--- config.mk ---
export PLATFORM = sky130hd
export DESIGN_NAME = llc_hit_miss_top
export DESIGN_NICKNAME = d
export VERILOG_FILES = /design/src/design/llc_hm_pkg.sv /design/src/design/llc_hit_miss_top.sv /design/src/design/llc_lookup_ctrl.sv /design/src/design/llc_tag_way.sv /design/src/design/llc_way_select.sv
export SDC_FILE = /design/constraint.sdc
export NUM_CORES = 1
export LEC_CHECK = 0
export BUFFER_PORTS_ARGS = -buffer_cell sky130_fd_sc_hd__buf_4
export CAP_MARGIN = 20
export CORE_MARGIN = 2
export CORE_UTILIZATION = 57
export CTS_CLUSTER_DIAMETER = 50
export DETAILED_ROUTE_END_ITERATION = 10
export PLACE_DENSITY_LB_ADDON = 0.12
export RECOVER_POWER = 50
export SLEW_MARGIN = 10
export SYNTH_ARGS = -nofsm -noshare
export SYNTH_HDL_FRONTEND = slang
export SYNTH_SLANG_ARGS = --single-unit
--- constraint.sdc ---
create_clock -name clk_i -period 6.2 [get_ports clk_i]
set_input_delay 0.93 -clock clk_i [delete_from_list [all_inputs] [get_ports clk_i]]
set_output_delay 0.93 -clock clk_i [all_outputs]
set_load 0.1 [all_outputs]
--- src/design/llc_hm_pkg.sv ---
// llc hit/miss stage package: widths, vector types, bus structs and controller states
package llc_hm_pkg;

  ////////////////////////////////////////////////////////////////////////////
  // widths and sizes
  ////////////////////////////////////////////////////////////////////////////

  // byte address of the request
  localparam int ADDR_W   = 16;
  // 16-byte cache lines
  localparam int OFFSET_W = 4;
  // set index width and number of sets
  localparam int INDEX_W  = 4;
  localparam int NUM_SETS = 16;
  // associativity
  localparam int NUM_WAYS = 4;
  // full line address, the index bits stay in the tag so aliased lines never match
  localparam int TAG_W    = ADDR_W - OFFSET_W;
  // transaction id
  localparam int ID_W     = 4;

  ////////////////////////////////////////////////////////////////////////////
  // vector types
  ////////////////////////////////////////////////////////////////////////////

  typedef logic [ADDR_W-1:0]   addr_t;
  typedef logic [INDEX_W-1:0]  index_t;
  typedef logic [TAG_W-1:0]    tag_t;
  typedef logic [ID_W-1:0]     id_t;
  // one-hot over the ways
  typedef logic [NUM_WAYS-1:0] way_ind_t;

  ////////////////////////////////////////////////////////////////////////////
  // structs
  ////////////////////////////////////////////////////////////////////////////

  // incoming cache descriptor, rw high means write
  typedef struct packed {
    addr_t addr;
    logic  rw;
    id_t   id;
  } desc_t;

  // partition table entry, a zero num_index marks an empty partition
  typedef struct packed {
    index_t start_index;
    index_t num_index;
  } partition_t;

  // lookup broadcast to every way
  typedef struct packed {
    index_t index;
    tag_t   tag;
  } way_req_t;

  // per-way lookup result
  typedef struct packed {
    logic hit;
    logic valid;
    logic dirty;
    tag_t tag;
  } way_res_t;

  // write command, only the way whose one-hot bit is set takes it
  typedef struct packed {
    way_ind_t way;
    index_t   index;
    tag_t     tag;
    logic     dirty;
    logic     clear;
  } way_upd_t;

  // descriptor leaving on the hit or the miss path
  typedef struct packed {
    desc_t    desc;
    way_ind_t way_ind;
    logic     refill;
    logic     evict;
    tag_t     evict_tag;
  } out_desc_t;

  // controller states
  typedef enum logic [1:0] {
    INIT,
    IDLE,
    BUSY
  } ctrl_state_e;

endpackage

--- src/design/llc_hit_miss_top.sv ---
// llc hit/miss stage top: controller, way array and selector
module llc_hit_miss_top
  import llc_hm_pkg::*;
(
  input  logic       clk_i,
  input  logic       rst_n_i,
  // descriptor input
  input  desc_t      desc_i,
  input  logic       valid_i,
  output logic       ready_o,
  // partition table entries
  input  partition_t partition_i,
  input  partition_t share_i,
  // routed descriptor, shared by both paths
  output out_desc_t  out_desc_o,
  output logic       hit_valid_o,
  input  logic       hit_ready_i,
  output logic       miss_valid_o,
  input  logic       miss_ready_i
);

  // controller side
  way_req_t way_req;
  desc_t    held_desc;
  logic     busy;
  logic     clr_valid;
  index_t   clr_index;
  // selector side
  logic     retire;
  way_upd_t upd;
  logic     upd_valid;
  // results collected from the ways
  way_res_t way_res [NUM_WAYS];

  llc_lookup_ctrl i_ctrl (
    .clk_i       ( clk_i       ),
    .rst_n_i     ( rst_n_i     ),
    .desc_i      ( desc_i      ),
    .valid_i     ( valid_i     ),
    .ready_o     ( ready_o     ),
    .partition_i ( partition_i ),
    .share_i     ( share_i     ),
    .retire_i    ( retire      ),
    .req_o       ( way_req     ),
    .desc_o      ( held_desc   ),
    .busy_o      ( busy        ),
    .clr_valid_o ( clr_valid   ),
    .clr_index_o ( clr_index   )
  );

  // identical ways, each picks its own bit of the update one-hot
  for (genvar g = 0; g < NUM_WAYS; g++) begin : gen_way
    llc_tag_way i_way (
      .clk_i       ( clk_i      ),
      .rst_n_i     ( rst_n_i    ),
      .req_i       ( way_req    ),
      .upd_i       ( upd        ),
      .upd_valid_i ( upd_valid  ),
      .way_sel_i   ( upd.way[g] ),
      .clr_valid_i ( clr_valid  ),
      .clr_index_i ( clr_index  ),
      .res_o       ( way_res[g] )
    );
  end

  llc_way_select i_select (
    .clk_i        ( clk_i        ),
    .rst_n_i      ( rst_n_i      ),
    .desc_i       ( held_desc    ),
    .req_i        ( way_req      ),
    .busy_i       ( busy         ),
    .res_i        ( way_res      ),
    .out_desc_o   ( out_desc_o   ),
    .hit_valid_o  ( hit_valid_o  ),
    .hit_ready_i  ( hit_ready_i  ),
    .miss_valid_o ( miss_valid_o ),
    .miss_ready_i ( miss_ready_i ),
    .retire_o     ( retire       ),
    .upd_o        ( upd          ),
    .upd_valid_o  ( upd_valid    )
  );

endmodule

--- src/design/llc_lookup_ctrl.sv ---
// lookup controller: init sweep of the tag store, descriptor intake and partitioned set mapping
module llc_lookup_ctrl
  import llc_hm_pkg::*;
(
  input  logic       clk_i,
  input  logic       rst_n_i,
  // descriptor input
  input  desc_t      desc_i,
  input  logic       valid_i,
  output logic       ready_o,
  // partition entries, sampled with the descriptor
  input  partition_t partition_i,
  input  partition_t share_i,
  // output transfer from the selector
  input  logic       retire_i,
  // held lookup towards ways and selector
  output way_req_t   req_o,
  output desc_t      desc_o,
  output logic       busy_o,
  // init clear path to the ways
  output logic       clr_valid_o,
  output index_t     clr_index_o
);

  ctrl_state_e state_q;
  ctrl_state_e state_d;
  index_t      init_cnt_q;
  logic        accept;
  index_t      addr_field;
  index_t      mapped_index;
  way_req_t    req_q;
  desc_t       desc_q;

  // start of the partition plus the field folded into its size
  function automatic index_t map_index(input index_t field, input partition_t part);
    index_t offset;
    if (part.num_index == '0) begin
      offset = field;
    end else begin
      offset = field % part.num_index;
    end
    // index_t addition wraps at NUM_SETS
    return part.start_index + offset;
  endfunction

  ////////////////////////////////////////////////////////////////////////////
  // handshake and index mapping
  ////////////////////////////////////////////////////////////////////////////

  // idle takes a descriptor, busy only in the cycle the held one leaves
  assign ready_o = (state_q == IDLE) || ((state_q == BUSY) && retire_i);
  assign accept  = valid_i && ready_o;

  // raw set field sits right above the line offset
  assign addr_field = desc_i.addr[OFFSET_W +: INDEX_W];

  // own partition first, shared partition when ours is empty
  assign mapped_index = (partition_i.num_index != '0) ? map_index(addr_field, partition_i)
                                                     : map_index(addr_field, share_i);

  ////////////////////////////////////////////////////////////////////////////
  // state machine
  ////////////////////////////////////////////////////////////////////////////

  always_comb begin
    state_d = state_q;
    unique case (state_q)
      INIT: begin
        // one set cleared per cycle, leave after the last one
        if (init_cnt_q == index_t'(NUM_SETS - 1)) begin
          state_d = IDLE;
        end
      end
      IDLE: begin
        if (accept) begin
          state_d = BUSY;
        end
      end
      BUSY: begin
        // back-to-back intake keeps us busy
        if (retire_i && !accept) begin
          state_d = IDLE;
        end
      end
      default: begin
        state_d = INIT;
      end
    endcase
  end

  always_ff @(posedge clk_i) begin
    if (!rst_n_i) begin
      state_q    <= INIT;
      init_cnt_q <= '0;
    end else begin
      state_q <= state_d;
      // counter wraps back to zero as init ends
      if (state_q == INIT) begin
        init_cnt_q <= init_cnt_q + 1'b1;
      end
    end
  end

  // held descriptor and lookup, loaded on acceptance only
  always_ff @(posedge clk_i) begin
    if (accept) begin
      desc_q      <= desc_i;
      req_q.index <= mapped_index;
      req_q.tag   <= desc_i.addr[ADDR_W-1:OFFSET_W];
    end
  end

  assign req_o  = req_q;
  assign desc_o = desc_q;
  assign busy_o = (state_q == BUSY);

  // clear sweep drives the counter as set address
  assign clr_valid_o = (state_q == INIT);
  assign clr_index_o = init_cnt_q;

  // no descriptor slips in during the sweep
  a_no_accept_in_init : assert property (
    @(posedge clk_i) disable iff (!rst_n_i)
    accept |-> (state_q != INIT))
    else $error("descriptor accepted during init");

endmodule

--- src/design/llc_tag_way.sv ---
// tag way: valid, dirty and tag storage for every set of one way, with lookup compare
module llc_tag_way
  import llc_hm_pkg::*;
(
  input  logic     clk_i,
  input  logic     rst_n_i,
  // lookup of the held descriptor
  input  way_req_t req_i,
  // write command from the selector
  input  way_upd_t upd_i,
  input  logic     upd_valid_i,
  // this way's bit of the update one-hot
  input  logic     way_sel_i,
  // init sweep
  input  logic     clr_valid_i,
  input  index_t   clr_index_i,
  output way_res_t res_o
);

  logic [NUM_SETS-1:0] valid_q;
  logic [NUM_SETS-1:0] dirty_q;
  tag_t                tag_q [NUM_SETS];
  logic                wr_en;
  tag_t                rd_tag;
  logic                rd_valid;

  // only commands aimed at this way write
  assign wr_en = upd_valid_i && way_sel_i;

  ////////////////////////////////////////////////////////////////////////////
  // storage
  ////////////////////////////////////////////////////////////////////////////

  // valid bits per set, dropped by reset and by the init sweep
  always_ff @(posedge clk_i) begin
    if (!rst_n_i) begin
      valid_q <= '0;
    end else if (clr_valid_i) begin
      valid_q[clr_index_i] <= 1'b0;
    end else if (wr_en) begin
      // clear flag drops the line instead of filling it
      valid_q[upd_i.index] <= !upd_i.clear;
    end
  end

  // dirty and tag follow the same write paths
  always_ff @(posedge clk_i) begin
    if (clr_valid_i) begin
      dirty_q[clr_index_i] <= 1'b0;
      tag_q[clr_index_i]   <= '0;
    end else if (wr_en) begin
      dirty_q[upd_i.index] <= upd_i.dirty;
      tag_q[upd_i.index]   <= upd_i.tag;
    end
  end

  ////////////////////////////////////////////////////////////////////////////
  // lookup
  ////////////////////////////////////////////////////////////////////////////

  // read port addressed by the held request
  assign rd_valid = valid_q[req_i.index];
  assign rd_tag   = tag_q[req_i.index];

  always_comb begin
    res_o.valid = rd_valid;
    res_o.dirty = dirty_q[req_i.index];
    res_o.tag   = rd_tag;
    // full line compare, stale tags of invalid lines never hit
    res_o.hit   = rd_valid && (rd_tag == req_i.tag);
  end

endmodule

--- src/design/llc_way_select.sv ---
// way selector: hit or victim choice, hit/miss routing and the write back to the ways
module llc_way_select
  import llc_hm_pkg::*;
(
  input  logic      clk_i,
  input  logic      rst_n_i,
  // held descriptor and lookup
  input  desc_t     desc_i,
  input  way_req_t  req_i,
  input  logic      busy_i,
  // results of all ways
  input  way_res_t  res_i [NUM_WAYS],
  // shared output descriptor
  output out_desc_t out_desc_o,
  output logic      hit_valid_o,
  input  logic      hit_ready_i,
  output logic      miss_valid_o,
  input  logic      miss_ready_i,
  // pulse on output transfer
  output logic      retire_o,
  // write command to the ways
  output way_upd_t  upd_o,
  output logic      upd_valid_o
);

  way_ind_t hit_vec;
  way_ind_t free_way;
  way_ind_t victim;
  way_ind_t rr_q;
  logic     hit;
  logic     has_free;
  way_res_t hit_res;
  way_res_t victim_res;
  logic     hit_xfer;
  logic     miss_xfer;

  ////////////////////////////////////////////////////////////////////////////
  // way reduction
  ////////////////////////////////////////////////////////////////////////////

  always_comb begin
    hit_vec  = '0;
    free_way = '0;
    // walk down so the lowest invalid way wins
    for (int w = NUM_WAYS - 1; w >= 0; w--) begin
      hit_vec[w] = res_i[w].hit;
      if (!res_i[w].valid) begin
        free_way = way_ind_t'(1) << w;
      end
    end
  end

  assign hit      = |hit_vec;
  assign has_free = |free_way;

  // invalid way first, round-robin pointer once the set is full
  assign victim = has_free ? free_way : rr_q;

  // pick out the stored state of the hit way and of the victim
  always_comb begin
    hit_res    = '0;
    victim_res = '0;
    for (int w = 0; w < NUM_WAYS; w++) begin
      if (hit_vec[w]) begin
        hit_res = res_i[w];
      end
      if (victim[w]) begin
        victim_res = res_i[w];
      end
    end
  end

  ////////////////////////////////////////////////////////////////////////////
  // output descriptor and handshake
  ////////////////////////////////////////////////////////////////////////////

  always_comb begin
    out_desc_o.desc    = desc_i;
    out_desc_o.way_ind = hit ? hit_vec : victim;
    // every miss refills
    out_desc_o.refill  = !hit;
    // write back needed only for a valid dirty victim
    out_desc_o.evict   = !hit && victim_res.valid && victim_res.dirty;
    out_desc_o.evict_tag = hit ? '0 : victim_res.tag;
  end

  // the store does not change while held, so the path stays put
  assign hit_valid_o  = busy_i && hit;
  assign miss_valid_o = busy_i && !hit;

  assign hit_xfer  = hit_valid_o && hit_ready_i;
  assign miss_xfer = miss_valid_o && miss_ready_i;
  assign retire_o  = hit_xfer || miss_xfer;

  // update lands on the same edge the next request loads
  always_comb begin
    upd_o.way   = out_desc_o.way_ind;
    upd_o.index = req_i.index;
    upd_o.tag   = req_i.tag;
    // hit keeps old dirty and adds a write, a fill takes the write bit
    upd_o.dirty = hit ? (hit_res.dirty || desc_i.rw) : desc_i.rw;
    upd_o.clear = 1'b0;
  end

  assign upd_valid_o = retire_o;

  // round-robin pointer, moves only when a valid line is replaced
  always_ff @(posedge clk_i) begin
    if (!rst_n_i) begin
      rr_q <= way_ind_t'(1);
    end else if (miss_xfer && !has_free) begin
      rr_q <= {rr_q[NUM_WAYS-2:0], rr_q[NUM_WAYS-1]};
    end
  end

  ////////////////////////////////////////////////////////////////////////////
  // checks
  ////////////////////////////////////////////////////////////////////////////

  // a line lives in at most one way of its set
  a_hit_onehot : assert property (
    @(posedge clk_i) disable iff (!rst_n_i)
    busy_i |-> $onehot0(hit_vec))
    else $error("hit vector not one-hot: %h", hit_vec);

  a_single_path : assert property (
    @(posedge clk_i) disable iff (!rst_n_i)
    !(hit_valid_o && miss_valid_o))
    else $error("hit and miss valid both high");

  // stalled output holds its path and its payload
  a_hold_stall : assert property (
    @(posedge clk_i) disable iff (!rst_n_i)
    (busy_i && !retire_o) |=> busy_i && $stable(out_desc_o) && $stable(hit_valid_o))
    else $error("output changed under back-pressure");

endmodule

==> impl_metrics.ini <==
[detailed_routing]
wirelength_um = 131000
num_vias = 28000
drtIter0Drc = 3669
drc = 0
vias_per_cell = 6.63
ant_nets = 0
routedWlPerCell_um = 31.1
drt_pass1_iterations = 6

[floorplan]
io_pins = 84
placementRows = 100
start_util = 0.575
die_y_um = 278
dieArea_um2 = 77000
core-area_um2 = 74200
die_w_um = 278

[timing]
slew_violations = 65
period_share = 1.01
rsz0062_at_grt = yes
finalSetupTns_ps = -48.6
setup_violations = 1
final.min_clock_period_ps = 6250
slew_headroom = -0.952
worst_pin_slew_ps = 2930
max_clock_freq_mhz = 160
finClkSkew_ps = 56.6
final_hold_viol_count = 0
setup_ws_ps = -48.6

[clock_tree]
clk_pin_slew_ps = 60
numCtsBuffers = 103
cts_buffer_depth = 3
cts_root_buffer = clkbuf_16
cts_num_sinks = 935
cts_tree = yes
h-tree-depth = 3
clk_latency_ps = 690

[final_layout]
areaGrowthSynthToFinish_pct = 13.8
layout-drive-gt1-share = 0.206
final_area_um2 = 48500
nFillCells = 5359
layout.nets = 3247
regArea_um2 = 27300
multi_input_area_um2 = 14000
fin_cells = 4224

[run]
drv_cap = 1

[setup_path]
crit_arrival_ps = 5320
worstSetupStartpoint = i_ctrl.req_o[13]$_DFFE_PP_
r2r_setup_slack_ps = 70
rr_endpoint = gen_way[1].i_way.tag_q[1][4]$_DFFE_PP_
end_kind = output pin
path_max_fanout = 12
worstPathRequired_ps = 5270
worst-setup-path-type = flip-flop to output pin
crit_end = out_desc_o[4]
reg2reg_depth = 14
start_kind = flip-flop

[grt]
grt_pass1_vias = 27300
grt_pass1_wl_um = 188000
grt_overflow = 0
antenna_found_initial = 3
grt_max_degree = 65
gr-usage-all-layers = 0.340

[synthesis]
syn_area_per_cell_um2 = 14.4
synth_edf_count = 857
synth_area_um2 = 42600
ys_ff_latch = 935
synthFlopType = edfxtp_1
syn-num-nets = 3039
yosysTopAreaCellShare = 0.604
syn_inst = 2961
yosys_warnings = 0
synth_seq_area_share = 0.640
synth_area_leaders = edfxtp_1 60%, mux4_2 8.5%, mux2i_1 4.7%
synthArstFlopShare = 0
synth_cell_types = 92
yosys.area.top_type = edfxtp_1

[power_and_ir_drop]
swShare = 0.220
intPower_w = 0.0111
clockPowerShare = 0.441
power_leakage_nw = 17.0
p_sw_w = 0.00314
p_comb_frac = 0.061
irDropWorstVdd_mv = 0.243
power_density_nw_per_um2 = 294
seqPwrFrac = 0.498

[hold_path]
hp-class = primary input to flip-flop

[place]
routabilityCongestion = 0.990
placed_cells = 4020
dpl.hpwl_um = 86900
postPlaceCellArea_um2 = 45100
port_buffers = 83

[outcome]
status = complete, but fails checks
violations = capacitance limit, slew limit, setup timing
## metrics by stage
step / setup WS (ps) / hold WS [ps] / power, W / util
final: -48.6 / 443 / 0.0143 / 0.654
after global routing: -132 / 429 / 0.0147 / 0.654
after detailed placement: -627 / 436 / 0.00809 / 0.607
after floorplan: 20.6 / 420 / 0.00773 / -
after global placement: -309 / 430 / 0.00806 / 0.607
after CTS: 13.9 / 406 / 0.0143 / 0.656
## cell usage after synthesis, types with 43 or more instances
master and instances:
a21oi_1 101, nor2_1 150, nand2b_1 43, nand2_1 296, buf_2 43, clkbuf_1 79
dfxtp_1 78, mux2i_1 201, inv_1 72, nor2b_1 45, nand3_1 61, a22oi_1 56
o21ai_0 78, edfxtp_1 857, o21ai_1 89, mux4_2 160
## flip-flops by register name, indices dropped and copies added (netlist names), named ones only
name,count
gen_way.i_way.tag_q,768
gen_way.i_way.valid_q,64
gen_way.i_way.dirty_q,64
i_select.rr_q,4
i_ctrl.req_o,5
i_ctrl.clr_index_o,4
i_ctrl.desc_o,20
i_ctrl.state_q,2
## power by group through the flow
stage	clock [W]	sequential, W	combinational, W
floorplan	0	0.00721	0.000522
global placement	0	0.00723	0.000827
detailed placement	0	0.00724	0.000850
CTS	0.00634	0.00711	0.000854
global route	0.00660	0.00712	0.000932
finish	0.00630	0.00711	0.000871
## per-layer routing
metal / global-route usage / wire length [um]
met1: 0.465 / 50100
met2: 0.530 / 60100
met3: 0.0696 / 14300
met4: 0.156 / 6840
met5: 0 / 12
## placed cells by master (no fill, tap or decap), types with 18 or more instances in the layout
cell type / netlist / final
edfxtp_1: 857 / 857
nand2_1: 296 / 296
buf_4: 31 / 206
mux2i_1: 201 / 190
mux4_2: 160 / 160
nor2_1: 150 / 150
o21ai_0: 78 / 124
clkbuf_16: 0 / 107
a21oi_1: 101 / 97
dfxtp_1: 78 / 74
inv_1: 72 / 71
clkbuf_1: 79 / 64
nand3_1: 61 / 61
a22oi_1: 56 / 57
nor2b_1: 45 / 43
nand2b_1: 43 / 43
nor3_1: 39 / 39
o21ai_1: 89 / 37
xnor2_1: 32 / 32
mux2_2: 34 / 32
ha_1: 32 / 31
a22o_1: 28 / 28
clkbuf_2: 1 / 20
a211oi_1: 18 / 18
## cells by family (layout without fill, tap and decap cells)
kind of cell,after synthesis,count (layout),share of synthesized area
flip-flops,935,935,0.640
AND/OR/NAND/NOR,745,745,0.0817
AO/OA/AOI/OAI,530,530,0.0810
multiplexers,397,397,0.142
buffers and inverters,274,567,0.0353
XOR/XNOR,44,44,0.00904
adder cells (fa/ha/maj),36,36,0.0113
other,0,1,0
## worst min path at each step
stage                                                         start                                   endpoint  slack, ps  cells after the start
after global routing                                     desc_i[19]                i_ctrl.desc_o[19]$_DFFE_PP_        430                      1
after floorplan           gen_way[0].i_way.valid_q[15]$_SDFFE_PN0P_  gen_way[0].i_way.valid_q[15]$_SDFFE_PN0P_        420                      2
after detailed placement   gen_way[0].i_way.valid_q[6]$_SDFFE_PN0P_   gen_way[0].i_way.valid_q[6]$_SDFFE_PN0P_        440                      2
after CTS                                                desc_i[17]                i_ctrl.desc_o[17]$_DFFE_PP_        410                      1
after global placement    gen_way[3].i_way.valid_q[14]$_SDFFE_PN0P_  gen_way[3].i_way.valid_q[14]$_SDFFE_PN0P_        430                      2
final                                                     desc_i[2]                 i_ctrl.desc_o[2]$_DFFE_PP_        440                      1
## area by class of cell
cell class              count  share of cell area
flip-flops and latches    935               0.563
diodes                      1           0.0000516
clock inverters            59              0.0150
clock buffers             131              0.0580
multi-input cells        1752               0.288
inverters                  75             0.00580
well taps                 969              0.0250
repair buffers            302              0.0456
## repair_timing
action / 4_1_cts / 5_1_grt
pin swaps: 0 / 4
gates resized for setup: 1 / 9
endpoints found under the setup margin: 4 / 7
buffers inserted: 3 / 9
hold buffers: 0 / 0
## worst max-delay path, cell delays in order, from the launching register on
cell and delay, ps:
edfxtp_1 920, mux4_2 450, a22oi_1 640, nand2_1 350
a21boi_2 360, buf_4 230, nor3_1 380, a211oi_1 150
a31oi_1 430, o21ai_0 260, nor2_1 150, buf_4 310
(Power assumes the default switching activity.)
